File: src/logic/symb_rate_pkg.sv
////////////////////////////////////////////////////////////
// TX symbol rate stage shared types
////////////////////////////////////////////////////////////

`default_nettype none

package symb_rate_pkg;

    ////////////////////////////////////////////////////////////
    // Register port widths and constants

    localparam int MMI_DATA_NB = 32;
    localparam int MMI_ADDR_NB = 4;

    // Number of selectable symbol rates
    localparam int NUM_SYMB_RATES = 3;

    localparam logic [MMI_DATA_NB-1:0] MODULE_VERSION = 32'd1;

    ////////////////////////////////////////////////////////////
    // Enums

    // Rate index, also the register encoding
    typedef enum logic [1:0] {
        SYMB_RATE_QUARTER = 2'd0,
        SYMB_RATE_HALF    = 2'd1,
        SYMB_RATE_FULL    = 2'd2
    } symb_rate_sel_e;

    // Register word addresses
    typedef enum logic [MMI_ADDR_NB-1:0] {
        ADDR_MODULE_VERSION = 4'd0,
        ADDR_SYMB_RATE_SEL  = 4'd1,
        ADDR_SYMB_RATE      = 4'd2,
        ADDR_SYMB_COUNT     = 4'd3,
        TOTAL_MMI_REGS      = 4'd4
    } mmi_addr_e;

    ////////////////////////////////////////////////////////////
    // Structs

    // One cycle of register requests, write and read side
    typedef struct packed {
        logic                   wvalid;
        logic [MMI_ADDR_NB-1:0] waddr;
        logic [MMI_DATA_NB-1:0] wdata;
        logic                   arvalid;
        logic [MMI_ADDR_NB-1:0] raddr;
    } mmi_req_t;

    typedef struct packed {
        logic                   rvalid;
        logic [MMI_DATA_NB-1:0] rdata;
    } mmi_rsp_t;

    typedef struct packed {
        logic signed [15:0] i;
        logic signed [15:0] q;
    } iq_sample_t;

    // Live configuration, index and rate always move together
    typedef struct packed {
        symb_rate_sel_e         rate_sel;
        logic [MMI_DATA_NB-1:0] rate_msps;
    } symb_cfg_t;

endpackage

`default_nettype wire

File: src/logic/mmi_read_resp.sv
////////////////////////////////////////////////////////////
// Register read port
////////////////////////////////////////////////////////////

`timescale 1ns/100ps
`default_nettype none

module mmi_read_resp
    import symb_rate_pkg::*;
(
    input  var logic                   clk_mmi,
    input  var logic                   sresetn_mmi,
    input  var mmi_req_t               mmi_req,
    output var logic                   arready,
    input  var logic                   rready,
    input  var symb_cfg_t              symb_cfg,
    input  var logic [MMI_DATA_NB-1:0] symb_count,
    output var mmi_rsp_t               mmi_rsp
);

    logic                   rvalid_q;
    logic [MMI_DATA_NB-1:0] rdata_q;
    logic [MMI_DATA_NB-1:0] rd_mux;
    logic                   rd_take;

    // One read in flight, freed by rready
    assign arready = !rvalid_q || rready;
    assign rd_take = mmi_req.arvalid && arready;

    ////////////////////////////////////////////////////////////
    // Address decode

    always_comb begin
        case (mmi_req.raddr)
            ADDR_MODULE_VERSION: rd_mux = MODULE_VERSION;
            ADDR_SYMB_RATE_SEL:  rd_mux = MMI_DATA_NB'(symb_cfg.rate_sel);
            ADDR_SYMB_RATE:      rd_mux = symb_cfg.rate_msps;
            ADDR_SYMB_COUNT:     rd_mux = symb_count;
            // Unmapped reads as zero
            default:             rd_mux = '0;
        endcase
    end

    ////////////////////////////////////////////////////////////
    // Response

    always_ff @(posedge clk_mmi) begin
        if (!sresetn_mmi) begin
            rvalid_q <= 1'b0;
        end else if (rd_take) begin
            rvalid_q <= 1'b1;
        end else if (rready) begin
            rvalid_q <= 1'b0;
        end
    end

    // Snapshot of the request cycle
    always_ff @(posedge clk_mmi) begin
        if (rd_take) begin
            rdata_q <= rd_mux;
        end
    end

    assign mmi_rsp = '{rvalid: rvalid_q, rdata: rdata_q};

    // Pending response only drops after rready
    assert property (@(posedge clk_mmi) disable iff (!sresetn_mmi)
        rvalid_q && !rready |=> rvalid_q && $stable(rdata_q));

endmodule

`default_nettype wire

File: src/logic/symb_rate_divider_top.sv
////////////////////////////////////////////////////////////
// TX symbol rate divider top
////////////////////////////////////////////////////////////

`timescale 1ns/100ps
`default_nettype none

module symb_rate_divider_top
    import symb_rate_pkg::*;
#(
    parameter int             SYMB_RATE_MSPS [NUM_SYMB_RATES] = '{125, 250, 500},
    parameter symb_rate_sel_e DEFAULT_SYMB_RATE_SEL           = SYMB_RATE_FULL
) (
    input  var logic       clk_mmi,
    input  var logic       sresetn_mmi,
    // Register port
    input  var mmi_req_t   mmi_req,
    output var logic       wready,
    output var logic       arready,
    input  var logic       rready,
    output var mmi_rsp_t   mmi_rsp,
    // Sample stream in
    input  var logic       s_valid,
    output var logic       s_ready,
    input  var iq_sample_t s_data,
    // Sample stream out
    output var logic       m_valid,
    input  var logic       m_ready,
    output var iq_sample_t m_data
);

    symb_cfg_t              symb_cfg;
    logic [MMI_DATA_NB-1:0] symb_count;

    ////////////////////////////////////////////////////////////
    // Configuration registers

    symb_rate_regs #(
        .SYMB_RATE_MSPS        ( SYMB_RATE_MSPS ),
        .DEFAULT_SYMB_RATE_SEL ( DEFAULT_SYMB_RATE_SEL )
    ) symb_rate_regs_inst (
        .clk_mmi     ( clk_mmi ),
        .sresetn_mmi ( sresetn_mmi ),
        .mmi_req     ( mmi_req ),
        .wready      ( wready ),
        .symb_cfg    ( symb_cfg )
    );

    // Sample path
    symb_repeater symb_repeater_inst (
        .clk_mmi     ( clk_mmi ),
        .sresetn_mmi ( sresetn_mmi ),
        .symb_cfg    ( symb_cfg ),
        .s_valid     ( s_valid ),
        .s_ready     ( s_ready ),
        .s_data      ( s_data ),
        .m_valid     ( m_valid ),
        .m_ready     ( m_ready ),
        .m_data      ( m_data ),
        .symb_count  ( symb_count )
    );

    // Read side
    mmi_read_resp mmi_read_resp_inst (
        .clk_mmi     ( clk_mmi ),
        .sresetn_mmi ( sresetn_mmi ),
        .mmi_req     ( mmi_req ),
        .arready     ( arready ),
        .rready      ( rready ),
        .symb_cfg    ( symb_cfg ),
        .symb_count  ( symb_count ),
        .mmi_rsp     ( mmi_rsp )
    );

endmodule

`default_nettype wire

File: src/logic/symb_rate_regs.sv
////////////////////////////////////////////////////////////
// Symbol rate configuration registers
////////////////////////////////////////////////////////////

`timescale 1ns/100ps
`default_nettype none

module symb_rate_regs
    import symb_rate_pkg::*;
#(
    parameter int             SYMB_RATE_MSPS [NUM_SYMB_RATES] = '{125, 250, 500},
    parameter symb_rate_sel_e DEFAULT_SYMB_RATE_SEL           = SYMB_RATE_FULL
) (
    input  var logic      clk_mmi,
    input  var logic      sresetn_mmi,
    input  var mmi_req_t  mmi_req,
    output var logic      wready,
    output var symb_cfg_t symb_cfg
);

    ////////////////////////////////////////////////////////////
    // Table lookups

    // Index to rate, unknown index gives zero
    function automatic logic [MMI_DATA_NB-1:0] sel_to_rate(input logic [1:0] sel);
        logic [MMI_DATA_NB-1:0] rate;
        rate = '0;
        for (int i = 0; i < NUM_SYMB_RATES; i++) begin
            if (sel == i[1:0]) begin
                rate = MMI_DATA_NB'(SYMB_RATE_MSPS[i]);
            end
        end
        return rate;
    endfunction

    // Rate to index, falls back to the default
    function automatic symb_rate_sel_e rate_to_sel(input logic [MMI_DATA_NB-1:0] rate);
        symb_rate_sel_e sel;
        sel = DEFAULT_SYMB_RATE_SEL;
        for (int i = 0; i < NUM_SYMB_RATES; i++) begin
            if (rate == MMI_DATA_NB'(SYMB_RATE_MSPS[i])) begin
                sel = symb_rate_sel_e'(i[1:0]);
            end
        end
        return sel;
    endfunction

    logic wr_en;

    // Writes accepted whenever out of reset
    assign wready = sresetn_mmi;
    assign wr_en  = mmi_req.wvalid && wready;

    ////////////////////////////////////////////////////////////
    // Write decode

    always_ff @(posedge clk_mmi) begin
        if (!sresetn_mmi) begin
            symb_cfg.rate_sel  <= DEFAULT_SYMB_RATE_SEL;
            symb_cfg.rate_msps <= sel_to_rate(DEFAULT_SYMB_RATE_SEL);
        end else if (wr_en) begin
            case (mmi_req.waddr)
                ADDR_SYMB_RATE_SEL: begin
                    // Index write, rate follows from the table
                    if (mmi_req.wdata < NUM_SYMB_RATES) begin
                        symb_cfg.rate_sel  <= symb_rate_sel_e'(mmi_req.wdata[1:0]);
                        symb_cfg.rate_msps <= sel_to_rate(mmi_req.wdata[1:0]);
                    end
                end
                ADDR_SYMB_RATE: begin
                    // Rate stored as written, index looked up
                    symb_cfg.rate_msps <= mmi_req.wdata;
                    symb_cfg.rate_sel  <= rate_to_sel(mmi_req.wdata);
                end
                default: begin
                    // Read-only or unmapped
                end
            endcase
        end
    end

    ////////////////////////////////////////////////////////////
    // Checks

    // Index never leaves the table range
    assert property (@(posedge clk_mmi) disable iff (!sresetn_mmi)
        symb_cfg.rate_sel < NUM_SYMB_RATES);

endmodule

`default_nettype wire

File: src/logic/symb_repeater.sv
////////////////////////////////////////////////////////////
// Symbol repeater and counter
////////////////////////////////////////////////////////////

`timescale 1ns/100ps
`default_nettype none

module symb_repeater
    import symb_rate_pkg::*;
(
    input  var logic       clk_mmi,
    input  var logic       sresetn_mmi,
    input  var symb_cfg_t  symb_cfg,
    input  var logic       s_valid,
    output var logic       s_ready,
    input  var iq_sample_t s_data,
    output var logic       m_valid,
    input  var logic       m_ready,
    output var iq_sample_t m_data,
    output var logic [MMI_DATA_NB-1:0] symb_count
);

    // START keeps s_ready low for a cycle after reset
    typedef enum logic [1:0] {
        ST_START,
        ST_IDLE,
        ST_SEND
    } rep_state_e;

    // Copies per symbol for each rate
    function automatic logic [2:0] repeat_factor(input symb_rate_sel_e sel);
        case (sel)
            SYMB_RATE_QUARTER: return 3'd4;
            SYMB_RATE_HALF:    return 3'd2;
            default:           return 3'd1;
        endcase
    endfunction

    rep_state_e state;
    logic [2:0] rep_cnt;
    iq_sample_t hold_data;
    logic       last_copy;
    logic       accept;

    ////////////////////////////////////////////////////////////
    // Handshake

    assign last_copy = (state == ST_SEND) && (rep_cnt == 3'd1);
    // Refill when idle or as the last copy leaves
    assign s_ready   = (state == ST_IDLE) || (last_copy && m_ready);
    assign accept    = s_valid && s_ready;

    assign m_valid = (state == ST_SEND);
    assign m_data  = hold_data;

    ////////////////////////////////////////////////////////////
    // Repeat FSM

    always_ff @(posedge clk_mmi) begin
        if (!sresetn_mmi) begin
            state      <= ST_START;
            rep_cnt    <= 3'd0;
            symb_count <= '0;
        end else begin
            case (state)
                ST_START: state <= ST_IDLE;
                ST_IDLE: begin
                    if (accept) begin
                        state   <= ST_SEND;
                        rep_cnt <= repeat_factor(symb_cfg.rate_sel);
                    end
                end
                ST_SEND: begin
                    if (accept) begin
                        // Back to back, factor sampled per symbol
                        rep_cnt <= repeat_factor(symb_cfg.rate_sel);
                    end else if (last_copy && m_ready) begin
                        state <= ST_IDLE;
                    end else if (m_ready) begin
                        rep_cnt <= rep_cnt - 3'd1;
                    end
                end
                default: state <= ST_IDLE;
            endcase

            // Wraps at 2^32
            if (accept) begin
                symb_count <= symb_count + 1'b1;
            end
        end
    end

    // Held symbol
    always_ff @(posedge clk_mmi) begin
        if (accept) begin
            hold_data <= s_data;
        end
    end

    // Output holds under back-pressure
    assert property (@(posedge clk_mmi) disable iff (!sresetn_mmi)
        m_valid && !m_ready |=> m_valid && $stable(m_data));

endmodule

`default_nettype wire

File: config.mk
export PLATFORM = sky130hd
export DESIGN_NAME = symb_rate_divider_top
export DESIGN_NICKNAME = d
export VERILOG_FILES = /design/src/logic/symb_rate_pkg.sv /design/src/logic/mmi_read_resp.sv /design/src/logic/symb_rate_divider_top.sv /design/src/logic/symb_rate_regs.sv /design/src/logic/symb_repeater.sv
export SDC_FILE = /design/constraint.sdc
export NUM_CORES = 1
export LEC_CHECK = 0
export ABC_CLOCK_PERIOD_IN_PS = 3200
export BUFFER_PORTS_ARGS = -buffer_cell sky130_fd_sc_hd__buf_2
export CAP_MARGIN = 5
export CELL_PAD_IN_SITES_DETAIL_PLACEMENT = 1
export CELL_PAD_IN_SITES_GLOBAL_PLACEMENT = 2
export CORE_MARGIN = 8
export CORE_UTILIZATION = 33
export CTS_BUF_LIST = sky130_fd_sc_hd__clkbuf_16
export CTS_CLUSTER_DIAMETER = 50
export DETAILED_ROUTE_END_ITERATION = 6
export PLACE_DENSITY = 0.86
export SYNTH_ARGS = -nofsm -noshare
export SYNTH_HDL_FRONTEND = slang
export SYNTH_SLANG_ARGS = --single-unit
File: constraint.sdc
create_clock -name clk_mmi -period 3.2 [get_ports clk_mmi]
set_clock_uncertainty 0.05 [all_clocks]
set_input_delay 0.16 -clock clk_mmi [delete_from_list [all_inputs] [get_ports clk_mmi]]
set_output_delay 0.16 -clock clk_mmi [all_outputs]
set_load 0.03 [all_outputs]
==> out/results.txt <==
Total core area - 0.0166 mm^2
CP Data Arrival Time - 2.74 ns
Peak VDD IR - 0.339 mV
Post-route DRC - 0
All-Layer GR Usage - 0.176
DR WL met3 - 986 um
Min cycle time layout - 2.48 ns
Die W - 146 um
Initial antenna violation count - 0
Critical path peak fanout - 23
Worst-Margin Slew - 0.715 ns
RSZ-0062 raised after global routing - false
First drt pass iteration count - 4
Post-Syn Instances - 475
Register bit total from synthesis - 136
Initial drt markers - 309
Top cells by area, synth - edfxtp_1 (34%), dfxtp_1 (26%), a22o_1 (8.3%)
Post_cts resized - 0
Mapped Area - 0.00559 mm^2
Met1 WL - 8480 um
Final Setup Violations - 0
Row count - 47
WS Path Type - in2reg
CTS Buf Count - 17
I/O Pins - 148
Hold Crit Class - in2reg
Routed WL per cell - 20.7 um
Final Max Slew Viols - 0
Share of post-route cells with drive strength above 1 - 0.286
Largest net degree at the start of global routing - 36
Mean Syn Cell Area - 11.8 um^2
Number of synthesized flops with an enable pin - 64
TNS Setup - 0 ns
Fillers - 1787
Maxcap violations - 0
Most frequent cell after synthesis - dfxtp_1
Reg2Reg Launch Point - symb_repeater_inst.rep_cnt[1]
Die area - 0.0213 mm^2
Setup crit end kind - register
Routed Wire Length - 18800 um
Relative slew slack - 0.523
Yosys top cell by area - edfxtp_1
CTS Buffer Depth - 2
Post-synth top cells - dfxtp_1 (72), edfxtp_1 (64), a22o_1 (53)
Most used DFF post-synth - dfxtp_1
Gr ovfl total - 0
Post-DRT Antenna Nets - 0
N_diodes - 0
Switching share of power - 0.248
FMAX - 404 MHz
Placed Cells - 820
Setup WS pre-CTS - 0.804 ns
Post-route clock period utilization - 0.774
Startpoint class of the critical path - primary input
Number of post-CTS setup repair buffers - 0
Sink Count - 136
Post-Syn Nets - 563
Vias in the first global route - 5100
Drt via density - 5.23
Sequential share of power - 0.450
Endpoints failing hold - 0
Status - finished, final reports clean
Yosys warns - 0
P&R area growth vs syn - 37.8%
Final RePlAce weighted congestion - 0.782
Synth unique cells - 55
Static Leak - 0.00303 uW
WHS - 0.0421 ns
H-tree depth - 4
Post-detail-place hpwl - 12800 um
Die H - 146 um
DR WL met2 - 8920 um
Count of non-filler cells in the finished layout - 909
Seq/Total Area, Yosys - 0.602
Worst-path clk slew - 0.06 ns
Comb pwr share - 0.095
Layout Nets - 764
Initial core utilization - 0.337
Int Power - 3170 uW
Worst Hold Launch - sresetn_mmi
Post-synth top area share - 0.344
TritonCTS clock tree - yes
Vias - 4752
Pwr per Cell Area - 548 mW/mm^2
Root buffer cell - clkbuf_16
CP Data Required Time - 3.46 ns
Clock share of power - 0.455
Post-route setup slack - 0.723 ns
Worst Setup SP - mmi_req[33]
# port buffers - 147
First-pass GRT wire length - 29400 um
Post-synth ARST share - 0
Hold-fix buffers at CTS - 57
Worst skew pair latency - 0.43 ns
Sw power - 1050 uW
Top Layer Used - met4
per-layer routing:
layer  track usage  up-vias
met5             0        -
met4        0.0634        0
met3        0.0522       26
met2         0.294      156
met1         0.211     2342
li1              -     2228
cell type report:
type	instances	area (um^2)	share of cell area
Tap cell	220	275	0.0358
Clock inverter	15	154	0.0200
Sequential cell	136	3360	0.437
Multi-Input combinational cell	295	2060	0.267
Inverter	13	48.8	0.00634
Clock buffer	17	425	0.0553
Timing Repair Buffer	213	1370	0.179
cell usage in the layout (no fill, tap or decap), drive strengths merged, types with 17 or more instances in the layout:
master / count
nor2: 25
o21ai: 32
edfxtp: 64
buf: 156
dfxtp: 72
dlygate4sd3: 57
a21oi: 25
or3: 18
clkbuf: 17
a22o: 53
cells by family (layout without fill, tap and decap cells):
group / after synthesis / count (layout) / synth area share
flops: 136 / 136 / 0.602
simple gates: 135 / 135 / 0.140
compound gates: 133 / 133 / 0.173
buf+inv: 44 / 258 / 0.0347
xor+xnor: 13 / 13 / 0.0204
fa+ha+maj: 9 / 9 / 0.0202
mux: 5 / 5 / 0.00918
power groups by stage:
stage | clock network, uW | logic, uW | registers [uW]
after CTS | 1960 | 397 | 1900
after floorplan | 0 | 110 | 2010
after detailed placement | 0 | 340 | 1940
after global placement | 0 | 330 | 1930
after global routing | 2030 | 429 | 1900
final | 1920 | 399 | 1900
worst paths after layout:
| path | to | slack [ns] | depth (start not counted) |
|---|---|---|---|
| max | symb_rate_regs_inst.symb_cfg[13] | 0.72 | 8 |
| min | symb_rate_regs_inst.symb_cfg[0] | 0.04 | 2 |
| max reg2reg | symb_repeater_inst.symb_count[23] | 0.86 | 8 |
| min reg2reg | symb_rate_regs_inst.symb_cfg[26] | 0.43 | 1 |
through the flow:
stage               total power (uW)  utilization  instance area [um^2]
floorplan                       2120            -                  5590
CTS                             4250        0.464                  7700
finish                          4220        0.464                  7700
global route                    4370        0.464                  7700
global placement                2260        0.395                  6550
detailed placement              2280        0.395                  6550
worst max-delay path, cell delays in order:
cell	delay, ns
dlygate4sd3_1	0.54
buf_2	0.14
nor4_1	0.56
and4_1	0.33
and4_4	0.40
a211oi_2	0.08
buf_4	0.25
a22o_1	0.28
state kept, by name (all words and copies together) (netlist names):
| signal | cells |
|---|---|
| mmi_read_resp_inst.rdata_q | 32 |
| mmi_read_resp_inst.rvalid_q | 1 |
| symb_rate_regs_inst.symb_cfg | 34 |
| symb_repeater_inst.m_data | 32 |
| symb_repeater_inst.rep_cnt | 3 |
| symb_repeater_inst.state | 2 |
| symb_repeater_inst.symb_count | 32 |
Power figures use the tool's default switching activity.
